--- src/design/irq_pkg.sv ---
// irq_pkg
// shared types and constants of the interrupt front end: privilege
// levels, controller states, software register selects, line widths

package irq_pkg;

  ////////////////////////////////////////
  // interrupt line geometry
  ////////////////////////////////////////

  // number of level-triggered lines, fixed by the core
  localparam int unsigned IRQ_NUM  = 32;
  // width of an interrupt id
  localparam int unsigned IRQ_ID_W = 5;
  // line taken over by the machine timer
  localparam int unsigned TIMER_IRQ_ID = 7;

  ////////////////////////////////////////
  // privilege and controller state
  ////////////////////////////////////////

  // current privilege level as seen by the core, riscv encoding
  typedef enum logic [1:0] {
    PRIV_LVL_U = 2'b00,
    PRIV_LVL_M = 2'b11
  } priv_lvl_e;

  // handover state machine toward the core controller
  typedef enum logic [1:0] {
    IDLE        = 2'd0,
    IRQ_PENDING = 2'd1,
    IRQ_DONE    = 2'd2
  } irq_ctrl_state_e;

  // software write port register select, broadcast to all blocks
  typedef enum logic [1:0] {
    CSR_IRQ_EN   = 2'd0,
    CSR_IRQ_SEC  = 2'd1,
    CSR_MTIMECMP = 2'd2,
    CSR_MTIME    = 2'd3
  } irq_csr_sel_e;

endpackage

--- src/design/irq_arbiter.sv ---
// irq_arbiter
// enable and secure mask registers plus highest-id selection
// among the pending level lines, timer line merged in at its id

`timescale 1ns/1ns

module irq_arbiter (
  input  logic                          clk,
  input  logic                          rst_n,
  // software write port
  input  logic                          csr_we_i,
  input  irq_pkg::irq_csr_sel_e         csr_sel_i,
  input  logic [31:0]                   csr_wdata_i,
  // interrupt sources
  input  logic [irq_pkg::IRQ_NUM-1:0]   irq_lines_i,
  input  logic                          timer_irq_i,
  // selected line toward the controller
  output logic                          irq_pending_o,
  output logic [irq_pkg::IRQ_ID_W-1:0]  irq_id_o,
  output logic                          irq_sec_o
);

  import irq_pkg::*;

  logic [IRQ_NUM-1:0]  irq_en_q;
  logic [IRQ_NUM-1:0]  irq_sec_q;
  logic [IRQ_NUM-1:0]  lines_merged;
  logic [IRQ_NUM-1:0]  lines_masked;
  logic [IRQ_ID_W-1:0] sel_id;
  logic                sel_valid;

  ////////////////////////////////////////
  // mask registers
  ////////////////////////////////////////

  // both masks clear on reset, every line starts disabled
  always_ff @(posedge clk or negedge rst_n)
  begin
    if (!rst_n)
    begin
      irq_en_q  <= '0;
      irq_sec_q <= '0;
    end
    else if (csr_we_i)
    begin
      // only the two mask selects belong here
      if (csr_sel_i == CSR_IRQ_EN)
        irq_en_q <= csr_wdata_i;
      if (csr_sel_i == CSR_IRQ_SEC)
        irq_sec_q <= csr_wdata_i;
    end
  end

  ////////////////////////////////////////
  // selection
  ////////////////////////////////////////

  // timer shares its slot with the external line of the same id
  always_comb
  begin
    lines_merged               = irq_lines_i;
    lines_merged[TIMER_IRQ_ID] = irq_lines_i[TIMER_IRQ_ID] | timer_irq_i;
  end

  assign lines_masked = lines_merged & irq_en_q;

  // ascending scan, the last hit is the highest id
  always_comb
  begin
    sel_id    = '0;
    sel_valid = 1'b0;
    for (int i = 0; i < IRQ_NUM; i++)
    begin
      if (lines_masked[i])
      begin
        sel_id    = IRQ_ID_W'(i);
        sel_valid = 1'b1;
      end
    end
  end

  assign irq_pending_o = sel_valid;
  assign irq_id_o      = sel_id;
  // secure tag follows the winner
  assign irq_sec_o     = irq_sec_q[sel_id];

  // a reported winner is a raised and enabled line
  a_sel_legal : assert property (@(posedge clk) disable iff (!rst_n)
    irq_pending_o |-> (lines_merged[irq_id_o] && irq_en_q[irq_id_o]));

endmodule

--- src/design/irq_int_controller.sv ---
// irq_int_controller
// hands one interrupt at a time to the core controller: privilege
// gating, id and secure latch, request/acknowledge/kill handshake

`timescale 1ns/1ns

module irq_int_controller #(
  parameter int unsigned PULP_SECURE = 0
) (
  input  logic                          clk,
  input  logic                          rst_n,
  // selected line from the arbiter
  input  logic                          irq_pending_i,
  input  logic                          irq_sec_i,
  input  logic [irq_pkg::IRQ_ID_W-1:0]  irq_id_i,
  // handshake from the core
  input  logic                          ack_i,
  input  logic                          kill_i,
  // enable bits and privilege from the core status
  input  logic                          m_ie_i,
  input  logic                          u_ie_i,
  input  irq_pkg::priv_lvl_e            priv_lvl_i,
  // request toward the core
  output logic                          irq_req_o,
  output logic                          irq_sec_o,
  output logic [irq_pkg::IRQ_ID_W-1:0]  irq_id_o
);

  import irq_pkg::*;

  irq_ctrl_state_e     state_q;
  logic                irq_gate;
  logic [IRQ_ID_W-1:0] irq_id_q;
  logic                irq_sec_q;

  ////////////////////////////////////////
  // privilege gate
  ////////////////////////////////////////

  generate
    if (PULP_SECURE != 0)
    begin : g_secure
      // user mode takes secure lines even with u_ie low
      assign irq_gate = ((u_ie_i | irq_sec_i) & (priv_lvl_i == PRIV_LVL_U))
                      | (m_ie_i & (priv_lvl_i == PRIV_LVL_M));
    end
    else
    begin : g_plain
      // machine only core, one enable bit
      assign irq_gate = m_ie_i;
    end
  endgenerate

  ////////////////////////////////////////
  // handover state machine
  ////////////////////////////////////////

  always_ff @(posedge clk or negedge rst_n)
  begin
    if (!rst_n)
    begin
      state_q   <= IDLE;
      irq_id_q  <= '0;
      irq_sec_q <= 1'b0;
    end
    else
    begin
      case (state_q)
        IDLE:
        begin
          // latch the winner once, line changes after this are ignored
          if (irq_gate && irq_pending_i)
          begin
            state_q   <= IRQ_PENDING;
            irq_id_q  <= irq_id_i;
            irq_sec_q <= irq_sec_i;
          end
        end
        IRQ_PENDING:
        begin
          // ack wins over kill, otherwise hold the request
          if (ack_i)
            state_q <= IRQ_DONE;
          else if (kill_i)
            state_q <= IDLE;
        end
        IRQ_DONE:
        begin
          // one recovery cycle before arbitration resumes
          irq_sec_q <= 1'b0;
          state_q   <= IDLE;
        end
        default:
        begin
          state_q <= IDLE;
        end
      endcase
    end
  end

  assign irq_req_o = (state_q == IRQ_PENDING);
  assign irq_id_o  = irq_id_q;
  assign irq_sec_o = irq_sec_q;

  // id and secure flag hold while the core has not answered
  a_req_stable : assert property (@(posedge clk) disable iff (!rst_n)
    (irq_req_o && !ack_i && !kill_i) |=> ($stable(irq_id_o) && $stable(irq_sec_o)));

  // an acknowledged request is gone in the following cycle
  a_ack_drop : assert property (@(posedge clk) disable iff (!rst_n)
    (irq_req_o && ack_i) |=> !irq_req_o);

endmodule

--- src/design/irq_mtimer.sv ---
// irq_mtimer
// prescaled machine time counter with a compare register
// raises a level timer interrupt while mtime >= mtimecmp

`timescale 1ns/1ns

module irq_mtimer #(
  parameter int unsigned MTIME_PRESCALE = 1
) (
  input  logic                  clk,
  input  logic                  rst_n,
  // software write port
  input  logic                  csr_we_i,
  input  irq_pkg::irq_csr_sel_e csr_sel_i,
  input  logic [31:0]           csr_wdata_i,
  // level interrupt toward the arbiter
  output logic                  timer_irq_o
);

  import irq_pkg::*;

  // prescale counter wide enough to hold MTIME_PRESCALE itself
  localparam int unsigned PS_W = $clog2(MTIME_PRESCALE + 1);
  localparam logic [PS_W-1:0] PS_MAX = PS_W'(MTIME_PRESCALE - 1);

  logic [PS_W-1:0] presc_q;
  logic [31:0]     mtime_q;
  logic [31:0]     mtimecmp_q;
  logic            timer_irq_q;

  ////////////////////////////////////////
  // time base
  ////////////////////////////////////////

  // a software load of mtime restarts the prescaler too
  always_ff @(posedge clk or negedge rst_n)
  begin
    if (!rst_n)
    begin
      presc_q <= '0;
      mtime_q <= '0;
    end
    else if (csr_we_i && (csr_sel_i == CSR_MTIME))
    begin
      presc_q <= '0;
      mtime_q <= csr_wdata_i;
    end
    else if (presc_q == PS_MAX)
    begin
      // one tick every MTIME_PRESCALE cycles
      presc_q <= '0;
      mtime_q <= mtime_q + 32'd1;
    end
    else
    begin
      presc_q <= presc_q + 1'b1;
    end
  end

  // all ones compare value keeps the timer quiet after reset
  always_ff @(posedge clk or negedge rst_n)
  begin
    if (!rst_n)
      mtimecmp_q <= '1;
    else if (csr_we_i && (csr_sel_i == CSR_MTIMECMP))
      mtimecmp_q <= csr_wdata_i;
  end

  // registered compare stays high until mtimecmp moves past mtime
  always_ff @(posedge clk or negedge rst_n)
  begin
    if (!rst_n)
      timer_irq_q <= 1'b0;
    else
      timer_irq_q <= (mtime_q >= mtimecmp_q);
  end

  assign timer_irq_o = timer_irq_q;

  // prescaler wraps before it passes its terminal count
  a_presc_range : assert property (@(posedge clk) disable iff (!rst_n)
    presc_q <= PS_MAX);

endmodule

--- src/design/irq_subsys_top.sv ---
// irq_subsys_top
// interrupt front end: machine timer, mask and priority arbiter,
// and the handover controller toward the core

`timescale 1ns/1ns

module irq_subsys_top #(
  parameter int unsigned PULP_SECURE    = 0,
  parameter int unsigned MTIME_PRESCALE = 1
) (
  input  logic                          clk,
  input  logic                          rst_n,
  // software write port, broadcast to timer and arbiter
  input  logic                          csr_we_i,
  input  irq_pkg::irq_csr_sel_e         csr_sel_i,
  input  logic [31:0]                   csr_wdata_i,
  // external level lines
  input  logic [irq_pkg::IRQ_NUM-1:0]   irq_lines_i,
  // core status
  input  logic                          m_ie_i,
  input  logic                          u_ie_i,
  input  irq_pkg::priv_lvl_e            priv_lvl_i,
  // core handshake
  input  logic                          ack_i,
  input  logic                          kill_i,
  output logic                          irq_req_o,
  output logic [irq_pkg::IRQ_ID_W-1:0]  irq_id_o,
  output logic                          irq_sec_o
);

  import irq_pkg::*;

  logic                timer_irq;
  logic                irq_pending;
  logic [IRQ_ID_W-1:0] irq_id;
  logic                irq_sec;

  ////////////////////////////////////////
  // sources and selection
  ////////////////////////////////////////

  irq_mtimer #(
    .MTIME_PRESCALE (MTIME_PRESCALE)
  ) u_mtimer (
    .clk         (clk),
    .rst_n       (rst_n),
    .csr_we_i    (csr_we_i),
    .csr_sel_i   (csr_sel_i),
    .csr_wdata_i (csr_wdata_i),
    .timer_irq_o (timer_irq)
  );

  irq_arbiter u_arbiter (
    .clk           (clk),
    .rst_n         (rst_n),
    .csr_we_i      (csr_we_i),
    .csr_sel_i     (csr_sel_i),
    .csr_wdata_i   (csr_wdata_i),
    .irq_lines_i   (irq_lines_i),
    .timer_irq_i   (timer_irq),
    .irq_pending_o (irq_pending),
    .irq_id_o      (irq_id),
    .irq_sec_o     (irq_sec)
  );

  ////////////////////////////////////////
  // handover to the core
  ////////////////////////////////////////

  irq_int_controller #(
    .PULP_SECURE (PULP_SECURE)
  ) u_int_controller (
    .clk           (clk),
    .rst_n         (rst_n),
    .irq_pending_i (irq_pending),
    .irq_sec_i     (irq_sec),
    .irq_id_i      (irq_id),
    .ack_i         (ack_i),
    .kill_i        (kill_i),
    .m_ie_i        (m_ie_i),
    .u_ie_i        (u_ie_i),
    .priv_lvl_i    (priv_lvl_i),
    .irq_req_o     (irq_req_o),
    .irq_sec_o     (irq_sec_o),
    .irq_id_o      (irq_id_o)
  );

endmodule

--- config.mk ---
export PLATFORM = sky130hd
export DESIGN_NAME = irq_subsys_top
export DESIGN_NICKNAME = d
export VERILOG_FILES = /design/src/design/irq_pkg.sv /design/src/design/irq_arbiter.sv /design/src/design/irq_int_controller.sv /design/src/design/irq_mtimer.sv /design/src/design/irq_subsys_top.sv
export SDC_FILE = /design/constraint.sdc
export NUM_CORES = 1
export LEC_CHECK = 0
export CORE_MARGIN = 1.5
export CORE_UTILIZATION = 65
export CTS_CLUSTER_DIAMETER = 30
export DETAILED_ROUTE_END_ITERATION = 7
export DONT_BUFFER_PORTS = 1
export GPL_TIMING_DRIVEN = 0
export MAX_ROUTING_LAYER = met4
export PLACE_DENSITY = 0.81
export SKIP_CTS_REPAIR_TIMING = 1
export SYNTH_ARGS = -nofsm -noshare
export SYNTH_HDL_FRONTEND = slang
export SYNTH_SLANG_ARGS = --single-unit
export TNS_END_PERCENT = 10
--- constraint.sdc ---
create_clock -name clk -period 5.15 [get_ports clk]
set_input_delay 1.03 -clock clk [delete_from_list [all_inputs] [get_ports clk]]
set_output_delay 1.03 -clock clk [all_outputs]
set_load 0.005 [all_outputs]
==> results.toml <==
[detailed_routing]
first_pass_iters = 5
viasPerCell = 6.40
drtIter0Drc = 450
totalWireLength_um = 17800
num_vias = 5229
wl_per_cell_um = 21.8
detail-route-antenna-nets = 0
drc = 0

[grt]
antenna_found_initial = 0
grt_overflow_total = 0
grt_usage = 0.331
grt_pass1_wl_um = 27600
grt_max_degree = 138
grt_pass1_vias = 5490

[final_layout]
fill_cells = 710
drive_above_1_share = 0.260
stdcell_count = 817
syn_to_final_growth_pct = 11.2
postLayoutCellArea_mm2 = 0.00805
antenna_cells = 0
nNetsFinal = 772

[yosys]
synthFlopType = "dfrtp_1"
synth_top_area_frac = 0.363
synthCells = 645
ys_types = 60
synth_seq_cells = 137
synth_edf_count = 0
syn_avg_cell_area_um2 = 11.2
yosysTopAreaCell = "dfrtp_1"
netlist_top_cells_area = "dfrtp_1 36%, mux2_2 16%, dfstp_2 12%"
synth_area_mm2 = 0.00724
synthArstFlopShare = 1.00
synthesis.nets = 753
yosysSeqAreaShare = 0.479
ys.warnings.count = 0

[critical_path]
cp.arrival_ns = 3.67
crit_required_ns = 5.57
path_max_fanout = 5
path_class = "register to register"
path_delay_family = "compound AO/OA/AOI/OAI gates"
crit_buf_inv = 1
crit_chain = "inv_1 > ha_1 > nand2b_1 > a21o_1 > a21o_1 > a21o_1 > a21o_1 > a2111oi_0 > o21ai_0 > a21oi_1 > o31ai_1"
cp-start-kind = "register"
slowest_stage = "a2111oi_0"
cpMostUsedCell = "a21o_1"
end_kind = "register"
max_stage_delay_ns = 0.71

[timing]
worst_pin_slew_ns = 0.837
maxSlewHeadroom = 0.441
rsz0062_at_grt = "no"
setup-tns-final_ns = 0
fin_skew_ns = 0.00945
period_needed_ns = 3.25
period_share = 0.631
timing.fmax_ghz = 0.308
drv_slew = 0
setup_viol = 0
finalHoldViolCount = 0
whs_ns = 0.179

[cts]
clkSlewWorstSetupHoldPaths_ns = 0.07
cts_sinks = 137
h-tree-depth = 4
numCtsBuffers = 17
clock_tree.root_cell = "clkbuf_8"
clock_latency_ns = 0.55
cts_tree = "yes"
cts_buffer_depth = 2

[pwr]
p_leak_nw = 3.49
irDropWorstVdd_uv = 314
p_per_area_mw_per_mm2 = 453
power_mw = 3.65

[placement]
gp_congestion = 0.912
placed_cell_area_mm2 = 0.00742
place_inst = 785
port_buffers = 0
dp_hpwl_um = 12800

[floorplan]
die_y_um = 109
die_x_um = 109
core_region_area_mm2 = 0.0108
die_area_mm2 = 0.0118
pin_count = 82
placementRows = 38
start_util = 0.668

[job]
max_cap_viol_count = 0

[min_path]
hold_class = "input pin to async pin"

[run_status]
status = "finished clean"
-- cells in the final DEF (no fill, tap or decap), drive strengths merged, types with 4 or more instances in the layout --
master | synthesis | final
a21oi | 15 | 15
nand2 | 70 | 70
and3 | 7 | 7
clkinv | 0 | 5
dfrtp | 105 | 105
and2 | 5 | 5
ha | 33 | 33
nand4 | 10 | 10
nand3 | 14 | 14
o21a | 4 | 4
clkbuf | 17 | 36
xor2 | 19 | 19
bufinv | 0 | 4
mux2i | 9 | 9
inv | 39 | 41
a22oi | 11 | 11
xnor2 | 11 | 11
buf | 4 | 4
a211oi | 5 | 5
o21ai | 40 | 40
a32o | 4 | 4
nor2 | 16 | 16
dfstp | 32 | 32
mux2 | 101 | 101
a22o | 8 | 8
nor3 | 5 | 5
a21o | 15 | 15
-- worst register-to-register path: cells and delay by family, from the launching register on --
kind                     cells  cell delay (ns)
AND/OR/NAND/NOR              1             0.14
flip-flops                   1             0.46
AO/OA/AOI/OAI                8             2.18
adder cells (fa/ha/maj)      1             0.27
buffers and inverters        1             0.08
-- per-layer routing --
metal	track usage	vias up	part of all wire
li1	-	2363	-
met1	0.385	2605	0.41
met2	0.529	212	0.49
met3	0.0970	49	0.073
met4	0.152	0	0.029
met5	-	-	0
-- cells by family (layout without fill, tap and decap cells) --
| group | after synthesis | after routing | synth area share |
|---|---|---|---|
| xor gates and xnor gates | 30 | 30 | 0.0363 |
| adders and majority gates | 33 | 33 | 0.0570 |
| buffers and inverters | 60 | 92 | 0.0321 |
| AOI/OAI and AO/OA | 125 | 125 | 0.122 |
| and+or+nand+nor | 148 | 148 | 0.0981 |
| DFF | 137 | 137 | 0.479 |
| muxes | 112 | 112 | 0.176 |
-- power by group --
group	internal (mW)	leakage (nW)	switching, mW	total, mW
clock network	0.817	0.305	0.480	1.30
logic	0.414	1.60	0.405	0.819
registers	1.34	1.59	0.195	1.53
-- worst paths after layout --
check / start / to / slack, ns / cells after the start
max reg2reg: u_mtimer.mtime_q[0] / u_mtimer.timer_irq_o / 1.90 / 11
min reg2reg: u_arbiter.irq_en_q[6] / u_arbiter.irq_en_q[6] / 0.51 / 1
min: rst_n / u_mtimer.mtime_q[10] / 0.18 / 0
max in group asynchronous: rst_n / u_mtimer.mtimecmp_q[30] / 4.67 / 0
max: u_mtimer.mtime_q[0] / u_mtimer.timer_irq_o / 1.90 / 11
min in group clk: u_arbiter.irq_en_q[6] / u_arbiter.irq_en_q[6] / 0.51 / 1
-- per-stage QoR --
| step | util | worst slack (ns) |
|---|---|---|
| 2_1_floorplan | - | 2.07 |
| 3_3_place_gp | 0.684 | 1.59 |
| 3_5_place_dp | 0.684 | 1.56 |
| 4_1_cts | 0.743 | 1.94 |
| 5_1_grt | 0.743 | 1.79 |
| 6_report | 0.743 | 1.90 |
-- flip-flops by register name, indices dropped and copies added (netlist names) --
signal                      cells
u_arbiter.irq_en_q             32
u_arbiter.irq_sec_q            32
u_mtimer.mtime_q               32
u_mtimer.mtimecmp_q            32
u_int_controller.irq_id_o       5
u_int_controller.state_q        2
u_int_controller.irq_sec_o      1
u_mtimer.timer_irq_o            1
-- layout make-up --
cell class                 instances  area, µm²  share of cell area
buffer                            21       86.3              0.0107
clock buffer                      19        442              0.0548
clock inverter                    13        193              0.0239
inverter                          39        146              0.0182
multi-input combinational        448       3540               0.440
sequential                       137       3470               0.431
tap                              140        175              0.0218
-- synthesized netlist by cell type (5+ instances only) --
master	n
nand2_1	70
nor3_1	5
ha_1	33
nand4_1	10
o21ai_0	40
and2_1	5
xor2_1	19
inv_1	39
nor2_1	16
xnor2_1	11
dfrtp_1	105
and3_1	7
a22o_1	8
mux2_2	101
mux2i_1	9
a22oi_1	10
dfstp_2	32
clkbuf_1	17
a21oi_1	15
nand3_1	14
a21o_1	15
Note: power is estimated with default switching activity, not from simulation.
